<file path="config.mk">
export PLATFORM = sky130hd
export DESIGN_NAME = coffee_brew_top
export DESIGN_NICKNAME = d
export VERILOG_FILES = /design/src/panel_pkg.sv /design/src/recipe_pkg.sv /design/src/brew_sequencer.sv /design/src/coffee_brew_top.sv /design/src/ingredient_store.sv /design/src/status_panel.sv
export SDC_FILE = /design/constraint.sdc
export NUM_CORES = 1
export LEC_CHECK = 0
export ABC_CLOCK_PERIOD_IN_PS = 6800
export BUFFER_PORTS_ARGS = -buffer_cell sky130_fd_sc_hd__buf_2
export CAP_MARGIN = 20
export CORE_ASPECT_RATIO = 0.5
export CORE_MARGIN = 2
export CORE_UTILIZATION = 57
export DETAILED_ROUTE_END_ITERATION = 6
export GPL_ROUTABILITY_DRIVEN = 0
export GPL_TIMING_DRIVEN = 0
export PLACE_DENSITY = 0.92
export SLEW_MARGIN = 20
export SYNTH_ARGS = -nofsm -noshare
export SYNTH_HDL_FRONTEND = slang
export SYNTH_SLANG_ARGS = --single-unit
</file>
<file path="constraint.sdc">
create_clock -name clk -period 6.8 [get_ports clk]
set_input_delay 0.34 -clock clk [delete_from_list [all_inputs] [get_ports clk]]
set_output_delay 0.34 -clock clk [all_outputs]
set_load 0.005 [all_outputs]
</file>
<file path="src/panel_pkg.sv">
package panel_pkg;

    // Progress in percent, 0 to 100
    typedef logic [6:0] pct_t;

    // One decimal digit
    typedef logic [3:0] digit_t;

    // Active-low segments, a in bit 0, g in bit 6
    typedef logic [6:0] seg_t;

    // Warning or error tally
    typedef logic [2:0] count_t;

    // ========================================
    // Digit patterns 0 to 9
    // ========================================
    localparam seg_t SEG_DIGITS [0:9] = '{
        7'b1000000, 7'b1111001, 7'b0100100, 7'b0110000, 7'b0011001,
        7'b0010010, 7'b0000010, 7'b1111000, 7'b0000000, 7'b0010000
    };

endpackage

</file>
<file path="src/recipe_pkg.sv">
package recipe_pkg;

    // ========================================
    // Quantities
    // ========================================

    // Hopper contents or filter stack size
    typedef logic [7:0] level_t;

    // ========================================
    // Order encodings
    // ========================================

    // Bin0 feeds every drink except bold
    typedef enum logic [1:0] {
        DRINK_HOUSE = 2'd0,
        DRINK_BOLD  = 2'd1,
        DRINK_CREAM = 2'd2,
        DRINK_MOCHA = 2'd3
    } drink_t;

    // Code 3 is unused and brews as large
    typedef enum logic [1:0] {
        SIZE_SMALL  = 2'd0,
        SIZE_MEDIUM = 2'd1,
        SIZE_LARGE  = 2'd2
    } size_t;

    // Coffee dose per cup size
    localparam level_t DOSE_SMALL  = 8'd8;
    localparam level_t DOSE_MEDIUM = 8'd12;
    localparam level_t DOSE_LARGE  = 8'd16;

    // Add-in doses, independent of size
    localparam level_t CREAMER_DOSE   = 8'd4;
    localparam level_t CHOCOLATE_DOSE = 8'd6;

    // Size to coffee units, also the grind length in cycles
    function automatic level_t coffee_dose(input size_t size);
        case (size)
            SIZE_SMALL:  return DOSE_SMALL;
            SIZE_MEDIUM: return DOSE_MEDIUM;
            default:     return DOSE_LARGE;
        endcase
    endfunction

endpackage

</file>
<file path="src/brew_sequencer.sv">
`timescale 1ns/10ps

module brew_sequencer #(
    parameter int PAPER_CYCLES = 4,
    parameter int POUR_CYCLES  = 10
) (
    input  logic                clk,
    input  logic                rst_n,
    input  logic                start,
    input  logic                abort,
    input  logic                fault_sw,
    input  logic                can_brew,
    input  recipe_pkg::drink_t  drink_sel,
    input  recipe_pkg::size_t   size_sel,
    output logic                paper_motor_on,
    output logic                grinder_on,
    output logic                pour_on,
    output logic                brewing,
    output logic                brew_done,
    output logic                consume,
    output recipe_pkg::drink_t  order_drink,
    output recipe_pkg::size_t   order_size,
    output panel_pkg::pct_t     brew_progress
);

    import recipe_pkg::*;

    // ========================================
    // Stage counter sizing
    // ========================================

    // Longest of paper, pour and the largest grind
    localparam int MAX_FIXED = (PAPER_CYCLES > POUR_CYCLES) ? PAPER_CYCLES : POUR_CYCLES;
    localparam int LONGEST   = (MAX_FIXED > int'(DOSE_LARGE)) ? MAX_FIXED : int'(DOSE_LARGE);
    localparam int CNT_W     = $clog2(LONGEST + 1);

    // Counter counts down to zero, so load length minus one
    localparam logic [CNT_W-1:0] PAPER_LOAD = CNT_W'(PAPER_CYCLES - 1);
    localparam logic [CNT_W-1:0] POUR_LOAD  = CNT_W'(POUR_CYCLES - 1);

    typedef enum logic [2:0] {
        IDLE,
        PAPER,
        GRIND,
        POUR,
        DONE
    } state_t;

    state_t           state;
    state_t           state_nxt;
    logic [CNT_W-1:0] stage_cnt;
    logic [CNT_W-1:0] cnt_nxt;
    logic [CNT_W-1:0] grind_load;
    logic             accept;
    logic             done_q;

    // Grind length follows the latched size
    assign grind_load = CNT_W'(coffee_dose(order_size) - level_t'(1));

    // Order taken only from rest, with stock and no fault
    assign accept = start && can_brew && !fault_sw && !abort
                    && (state == IDLE || state == DONE);

    // ========================================
    // Next state
    // ========================================
    always_comb begin
        state_nxt = state;
        cnt_nxt   = stage_cnt;
        if (brewing && (abort || fault_sw)) begin
            // Emergency stop, drop the order
            state_nxt = IDLE;
            cnt_nxt   = '0;
        end else begin
            case (state)
                IDLE, DONE: begin
                    if (accept) begin
                        state_nxt = PAPER;
                        cnt_nxt   = PAPER_LOAD;
                    end else if (abort) begin
                        // Clears the 100 percent readout
                        state_nxt = IDLE;
                    end
                end
                PAPER: begin
                    if (stage_cnt == '0) begin
                        state_nxt = GRIND;
                        cnt_nxt   = grind_load;
                    end else begin
                        cnt_nxt = stage_cnt - 1'b1;
                    end
                end
                GRIND: begin
                    if (stage_cnt == '0) begin
                        state_nxt = POUR;
                        cnt_nxt   = POUR_LOAD;
                    end else begin
                        cnt_nxt = stage_cnt - 1'b1;
                    end
                end
                POUR: begin
                    if (stage_cnt == '0) begin
                        state_nxt = DONE;
                        cnt_nxt   = '0;
                    end else begin
                        cnt_nxt = stage_cnt - 1'b1;
                    end
                end
                default: begin
                    state_nxt = IDLE;
                    cnt_nxt   = '0;
                end
            endcase
        end
    end

    always_ff @(posedge clk or negedge rst_n) begin
        if (!rst_n) begin
            state     <= IDLE;
            stage_cnt <= '0;
            done_q    <= 1'b0;
        end else begin
            state     <= state_nxt;
            stage_cnt <= cnt_nxt;
            // Single pulse on the way into DONE
            done_q    <= (state == POUR) && (state_nxt == DONE);
        end
    end

    // Order held for the whole brew
    always_ff @(posedge clk) begin
        if (accept) begin
            order_drink <= drink_sel;
            order_size  <= size_sel;
        end
    end

    // ========================================
    // Output decode
    // ========================================
    always_comb begin
        paper_motor_on = (state == PAPER);
        grinder_on     = (state == GRIND);
        pour_on        = (state == POUR);
        brewing        = paper_motor_on || grinder_on || pour_on;
        case (state)
            PAPER:   brew_progress = 7'd25;
            GRIND:   brew_progress = 7'd50;
            POUR:    brew_progress = 7'd75;
            DONE:    brew_progress = 7'd100;
            default: brew_progress = 7'd0;
        endcase
    end

    // Store deducts on the same pulse
    assign brew_done = done_q;
    assign consume   = done_q;

    // Never two actuators at once
    assert property (@(posedge clk) disable iff (!rst_n)
        $onehot0({paper_motor_on, grinder_on, pour_on}));

    // Completion only straight out of the pour stage
    assert property (@(posedge clk) disable iff (!rst_n)
        brew_done |-> ($past(state) == POUR) && !$past(brew_done));

endmodule

</file>
<file path="src/coffee_brew_top.sv">
`timescale 1ns/10ps

module coffee_brew_top #(
    parameter int FULL_LEVEL      = 64,
    parameter int FILTER_CAPACITY = 8,
    parameter int LOW_THRESHOLD   = 16,
    parameter int PAPER_CYCLES    = 4,
    parameter int POUR_CYCLES     = 10
) (
    input  logic                clk,
    input  logic                rst_n,
    // Single-cycle command pulses
    input  logic                start,
    input  logic                abort,
    input  logic                refill,
    // Selection and fault levels
    input  recipe_pkg::drink_t  drink_sel,
    input  recipe_pkg::size_t   size_sel,
    input  logic                fault_sw,
    // Actuators and brew status
    output logic                paper_motor_on,
    output logic                grinder_on,
    output logic                pour_on,
    output logic                brewing,
    output logic                brew_done,
    output panel_pkg::pct_t     brew_progress,
    // Consumables
    output recipe_pkg::level_t  bin0_level,
    output recipe_pkg::level_t  bin1_level,
    output recipe_pkg::level_t  creamer_level,
    output recipe_pkg::level_t  chocolate_level,
    output recipe_pkg::level_t  filter_count,
    output logic                can_brew,
    // Panel
    output panel_pkg::count_t   warn_count,
    output panel_pkg::count_t   err_count,
    output logic                error_present,
    output panel_pkg::seg_t     hex0,
    output panel_pkg::seg_t     hex1,
    output panel_pkg::seg_t     hex2
);

    import recipe_pkg::*;

    // Latched order and deduction strobe toward the store
    logic   consume;
    drink_t order_drink;
    size_t  order_size;

    // ========================================
    // Sequencer
    // ========================================
    brew_sequencer #(
        .PAPER_CYCLES (PAPER_CYCLES),
        .POUR_CYCLES  (POUR_CYCLES)
    ) u_brew_sequencer (
        .clk            (clk),
        .rst_n          (rst_n),
        .start          (start),
        .abort          (abort),
        .fault_sw       (fault_sw),
        .can_brew       (can_brew),
        .drink_sel      (drink_sel),
        .size_sel       (size_sel),
        .paper_motor_on (paper_motor_on),
        .grinder_on     (grinder_on),
        .pour_on        (pour_on),
        .brewing        (brewing),
        .brew_done      (brew_done),
        .consume        (consume),
        .order_drink    (order_drink),
        .order_size     (order_size),
        .brew_progress  (brew_progress)
    );

    // Levels and stock check
    ingredient_store #(
        .FULL_LEVEL      (FULL_LEVEL),
        .FILTER_CAPACITY (FILTER_CAPACITY)
    ) u_ingredient_store (
        .clk             (clk),
        .rst_n           (rst_n),
        .refill          (refill),
        .consume         (consume),
        .order_drink     (order_drink),
        .order_size      (order_size),
        .drink_sel       (drink_sel),
        .size_sel        (size_sel),
        .bin0_level      (bin0_level),
        .bin1_level      (bin1_level),
        .creamer_level   (creamer_level),
        .chocolate_level (chocolate_level),
        .filter_count    (filter_count),
        .can_brew        (can_brew)
    );

    // Purely combinational display side
    status_panel #(
        .LOW_THRESHOLD (LOW_THRESHOLD)
    ) u_status_panel (
        .bin0_level      (bin0_level),
        .bin1_level      (bin1_level),
        .creamer_level   (creamer_level),
        .chocolate_level (chocolate_level),
        .filter_count    (filter_count),
        .fault_sw        (fault_sw),
        .brew_progress   (brew_progress),
        .warn_count      (warn_count),
        .err_count       (err_count),
        .error_present   (error_present),
        .hex0            (hex0),
        .hex1            (hex1),
        .hex2            (hex2)
    );

endmodule

</file>
<file path="src/ingredient_store.sv">
`timescale 1ns/10ps

module ingredient_store #(
    parameter int FULL_LEVEL      = 64,
    parameter int FILTER_CAPACITY = 8
) (
    input  logic                clk,
    input  logic                rst_n,
    input  logic                refill,
    input  logic                consume,
    input  recipe_pkg::drink_t  order_drink,
    input  recipe_pkg::size_t   order_size,
    input  recipe_pkg::drink_t  drink_sel,
    input  recipe_pkg::size_t   size_sel,
    output recipe_pkg::level_t  bin0_level,
    output recipe_pkg::level_t  bin1_level,
    output recipe_pkg::level_t  creamer_level,
    output recipe_pkg::level_t  chocolate_level,
    output recipe_pkg::level_t  filter_count,
    output logic                can_brew
);

    import recipe_pkg::*;

    localparam level_t FULL    = level_t'(FULL_LEVEL);
    localparam level_t FILTERS = level_t'(FILTER_CAPACITY);

    // Per-hopper deduction for the latched order
    level_t order_dose;
    level_t bin0_use;
    level_t bin1_use;
    level_t creamer_use;
    level_t chocolate_use;
    logic   order_ok;

    // ========================================
    // Stock check
    // ========================================

    // True when every hopper the recipe touches holds its dose
    function automatic logic stock_ok(input drink_t drink, input size_t size);
        level_t dose;
        logic   ok;
        dose = coffee_dose(size);
        // One paper filter per brew
        ok = (filter_count != '0);
        if (drink == DRINK_BOLD) begin
            ok = ok && (bin1_level >= dose);
        end else begin
            ok = ok && (bin0_level >= dose);
        end
        if (drink == DRINK_CREAM) begin
            ok = ok && (creamer_level >= CREAMER_DOSE);
        end
        if (drink == DRINK_MOCHA) begin
            ok = ok && (chocolate_level >= CHOCOLATE_DOSE);
        end
        return ok;
    endfunction

    // Selection check feeds the sequencer, order check the assertion
    always_comb begin
        can_brew = stock_ok(drink_sel, size_sel);
        order_ok = stock_ok(order_drink, order_size);
    end

    // ========================================
    // Recipe deduction
    // ========================================
    always_comb begin
        order_dose    = coffee_dose(order_size);
        bin0_use      = (order_drink == DRINK_BOLD) ? '0 : order_dose;
        bin1_use      = (order_drink == DRINK_BOLD) ? order_dose : '0;
        creamer_use   = (order_drink == DRINK_CREAM) ? CREAMER_DOSE : '0;
        chocolate_use = (order_drink == DRINK_MOCHA) ? CHOCOLATE_DOSE : '0;
    end

    // Hoppers come up full
    always_ff @(posedge clk or negedge rst_n) begin
        if (!rst_n) begin
            bin0_level      <= FULL;
            bin1_level      <= FULL;
            creamer_level   <= FULL;
            chocolate_level <= FULL;
            filter_count    <= FILTERS;
        end else if (refill) begin
            // Refill wins over a same-cycle deduction
            bin0_level      <= FULL;
            bin1_level      <= FULL;
            creamer_level   <= FULL;
            chocolate_level <= FULL;
            filter_count    <= FILTERS;
        end else if (consume) begin
            bin0_level      <= bin0_level - bin0_use;
            bin1_level      <= bin1_level - bin1_use;
            creamer_level   <= creamer_level - creamer_use;
            chocolate_level <= chocolate_level - chocolate_use;
            filter_count    <= filter_count - level_t'(1);
        end
    end

    // Sequencer must only finish orders that stock can cover
    assert property (@(posedge clk) disable iff (!rst_n)
        consume |-> order_ok);

endmodule

</file>
<file path="src/status_panel.sv">
`timescale 1ns/10ps

module status_panel #(
    parameter int LOW_THRESHOLD = 16
) (
    input  recipe_pkg::level_t  bin0_level,
    input  recipe_pkg::level_t  bin1_level,
    input  recipe_pkg::level_t  creamer_level,
    input  recipe_pkg::level_t  chocolate_level,
    input  recipe_pkg::level_t  filter_count,
    input  logic                fault_sw,
    input  panel_pkg::pct_t     brew_progress,
    output panel_pkg::count_t   warn_count,
    output panel_pkg::count_t   err_count,
    output logic                error_present,
    output panel_pkg::seg_t     hex0,
    output panel_pkg::seg_t     hex1,
    output panel_pkg::seg_t     hex2
);

    import recipe_pkg::*;
    import panel_pkg::*;

    localparam level_t LOW_LEVEL = level_t'(LOW_THRESHOLD);

    // Bits 0 to 3 hoppers, bit 4 filters, bit 5 fault switch
    logic [4:0] warn_flags;
    logic [5:0] err_flags;

    digit_t hundreds;
    digit_t tens;
    digit_t ones;

    // Low means running short but not yet out
    function automatic logic is_low(input level_t level);
        return (level != '0) && (level < LOW_LEVEL);
    endfunction

    // ========================================
    // Warning and error tallies
    // ========================================
    always_comb begin
        warn_flags[0] = is_low(bin0_level);
        warn_flags[1] = is_low(bin1_level);
        warn_flags[2] = is_low(creamer_level);
        warn_flags[3] = is_low(chocolate_level);
        // Last filter in the stack
        warn_flags[4] = (filter_count == level_t'(1));

        err_flags[0] = (bin0_level == '0);
        err_flags[1] = (bin1_level == '0);
        err_flags[2] = (creamer_level == '0);
        err_flags[3] = (chocolate_level == '0);
        err_flags[4] = (filter_count == '0);
        err_flags[5] = fault_sw;
    end

    always_comb begin
        warn_count = '0;
        err_count  = '0;
        for (int i = 0; i < 5; i++) begin
            warn_count = warn_count + count_t'(warn_flags[i]);
        end
        for (int i = 0; i < 6; i++) begin
            err_count = err_count + count_t'(err_flags[i]);
        end
    end

    assign error_present = (err_count != '0);

    // ========================================
    // Progress digits
    // ========================================

    // Hundreds is only ever 0 or 1
    assign hundreds = (brew_progress >= 7'd100) ? digit_t'(1) : digit_t'(0);
    assign tens     = digit_t'((brew_progress % 7'd100) / 7'd10);
    assign ones     = digit_t'(brew_progress % 7'd10);

    // HEX2 leftmost
    assign hex2 = SEG_DIGITS[hundreds];
    assign hex1 = SEG_DIGITS[tens];
    assign hex0 = SEG_DIGITS[ones];

endmodule

</file>
==> results.toml <==
[synth]
ys_warn_count = 0
synth_top_area_cell = "dfrtp_1"
ys_ff_latch = 46
synth_area_leaders = "dfrtp_1 28%, ha_1 10%, nor2_1 5.1%"
synth_edf_count = 4
synth_common_cells = "45 x nor2_1, 37 x dfrtp_1, 32 x inv_1"
syn_area_um2 = 3300
synth_cells = 360
synthFlopType = "dfrtp_1"
synth_sequential_area_ratio = 0.356
synth_top_area_share = 0.280
synth.most_common_cell = "nor2_1"
async_flop_share = 0.913
yosysUniqueCellTypes = 53
syn_avg_cell_area_um2 = 9.18

[timing]
tns_ns = 0
hold_viol = 0
setup_violations = 0
fin_crit_sh = 0.592
fin_skew_ns = 0.00589
worst_slew_pin_slew_ns = 0.939
layout_min_cycle_time_ns = 4.03
grt_setup_unrepaired = "false"
drv_slew = 0
slew_headroom = 0.374
fmax_mhz = 248

[die]
initial_core_util = 0.597
rows = 19
die_h_um = 57.8
die_area_um2 = 6460
io_pins = 91
fp.dieW_um = 112
coreArea_um2 = 5540

[cts]
cts_tree = "built"
clock-sinks = 46
ctsResizeCount = 0
cts_buffers = 5
ctsLongestPathBuffers = 2
cts_hold_buf = 0
clk_pin_slew_ns = 0.06
cts_root_buf = "clkbuf_16"
post_cts_buffers = 0
clk-insertion-delay-late_ns = 0.29
htree_levels = 2

[place]
port_buffers = 75
dp_hpwl_mm = 5.85

[setup_path]
crit_arrival_ns = 3.69
regToRegEndpoint = "u_brew_sequencer.order_drink[0]"
crit_path_cell_trace = "or4_1 > nor3_1 > ha_1 > inv_1 > fa_1 > inv_1 > fa_1 > fa_1 > or3_1 > buf_2"
cpPeakStageDelay_ns = 0.58
reg2regPathDepth = 7
criticalPathCategory = "register to primary output"
r2r-start = "u_ingredient_store.bin1_level[2]"
r2r_slack_ns = 4.28
cp_slowest_cell = "or4_1"
cp_common_cell = "fa_1"
path_max_fanout = 6
worstSetupStartpointType = "register"
crit_required_ns = 6.46
cp-end-kind = "primary output"

[power_and_ir_drop]
powerDensity_nw_per_um2 = 165
leakage_nw = 2.05
total_power_uw = 656
vdd_drop_max_mv = 0.0938

[detailed_routing]
drc_errors = 0
vias = 2859
via_per_inst = 5.41
drt_iter0_drc = 210
wl_mm = 8.12
avgRoutedWirePerCell_um = 15.4
ant_nets = 0
drtPass1Iterations = 5

[flow_run]
cap_viol_max_count = 0

[global_route]
grt.overflow.total = 0
grt_usage = 0.265
antenna_found_initial = 0
grt_pass1_vias = 2702
grt_first_pass_wirelength_mm = 13.5
grt_max_degree = 43

[cells_and_area]
n_antenna_cell = 0
area_delta_synth_final_pct = 20.5
drive_above_1_share = 0.273
fin_nets = 499
fill_cells = 410

[outcome]
status = "complete, no violations"

[min_path]
hold_path_class = "input port to asynchronous set/reset pin"
cell type report:
| type | count | area [µm²] | area share |
|---|---|---|---|
| flip-flops and latches | 46 | 1180 | 0.296 |
| well taps | 73 | 91.3 | 0.0229 |
| clock buffers | 5 | 125 | 0.0314 |
| repair buffers | 75 | 375 | 0.0943 |
| multi-input cells | 264 | 1840 | 0.463 |
| clock inverters | 3 | 40.0 | 0.0101 |
| plain buffers | 30 | 210 | 0.0528 |
| inverters | 32 | 120 | 0.0302 |
how the worst max path moves through the flow:
stage | from | end | slack [ns] | cells after the start
5_1_grt | u_ingredient_store.bin1_level[5] | error_present | 2.58 | 10
3_3_place_gp | u_ingredient_store.bin1_level[5] | error_present | 3.09 | 10
3_5_place_dp | u_ingredient_store.bin1_level[5] | error_present | 3.08 | 10
2_1_floorplan | u_ingredient_store.bin0_level[4] | error_present | 3.42 | 9
4_1_cts | u_ingredient_store.bin1_level[5] | error_present | 2.77 | 10
6_report | u_ingredient_store.bin1_level[5] | error_present | 2.77 | 10
routing by layer:
metal,vias up,routed length (µm),track usage
met5,-,0,0
met4,0,131,0.0705
met3,16,685,0.0460
met2,140,3820,0.447
met1,1343,3490,0.365
li1,1360,-,-
layout by cell type (no fill, tap or decap), types with 3 or more instances in the layout:
cell | Yosys | layout
clkbuf_1 | 5 | 5
xnor2_1 | 12 | 12
or4_1 | 3 | 3
ha_1 | 27 | 27
nand2b_1 | 12 | 12
buf_4 | 21 | 21
nor3b_1 | 3 | 3
dfrtp_1 | 37 | 37
nor2b_1 | 11 | 11
a21oi_1 | 7 | 7
nor4_1 | 7 | 7
o21ai_0 | 17 | 17
buf_2 | 1 | 76
dfstp_2 | 5 | 5
nor3_1 | 10 | 10
nand2_1 | 30 | 30
or3_1 | 5 | 5
nor2_1 | 45 | 45
conb_1 | 2 | 14
a211oi_1 | 7 | 7
fa_1 | 8 | 8
clkbuf_16 | 0 | 5
xor2_1 | 9 | 9
edfxtp_1 | 4 | 4
nand3_1 | 4 | 4
inv_1 | 32 | 32
mux2i_1 | 4 | 4
cell families after synthesis:
| logic type | count (synthesis) | synth area share |
|---|---|---|
| adders and majority gates | 35 | 0.151 |
| DFF | 46 | 0.356 |
| muxes | 4 | 0.0121 |
| buffers and inverters | 62 | 0.100 |
| and+or+nand+nor | 143 | 0.224 |
| xor gates and xnor gates | 21 | 0.0557 |
| other | 2 | 0.00227 |
| AOI/OAI and AO/OA | 47 | 0.0988 |
metrics by stage:
step	instance area, µm²	cells	worst slack (ns)	hold WS, ns	utilization
after CTS	3980	528	2.77	0.232	0.719
after detailed placement	3820	520	3.08	0.535	0.689
after global routing	3980	528	2.58	0.251	0.719
after floorplan	3350	372	3.42	0.0444	-
after global placement	3820	520	3.09	0.535	0.689
final	3980	528	2.77	0.201	0.719
critical path, delay by kind of cell, from the launching register on:
| kind | cells | cell delay, ns |
|---|---|---|
| fa+ha+maj | 4 | 1.50 |
| flops | 1 | 0.44 |
| buf+inv | 3 | 0.23 |
| simple gates | 3 | 1.23 |
power by group:
part	leakage (nW)	switching [mW]	internal, mW	total, mW
clock	0.0836	0.103	0.172	0.275
sequential	0.598	0.00932	0.285	0.294
combinational	1.36	0.0490	0.0380	0.0869
registers in the layout (all words and copies together) (netlist names), 2 cells and up:
register	flops
u_ingredient_store.filter_count	8
u_ingredient_store.chocolate_level	7
u_ingredient_store.bin0_level	6
u_ingredient_store.bin1_level	6
u_ingredient_store.creamer_level	6
u_brew_sequencer.stage_cnt	5
u_brew_sequencer.state	3
u_brew_sequencer.order_drink	2
u_brew_sequencer.order_size	2
No activity file was read; power rests on OpenSTA's default activity.
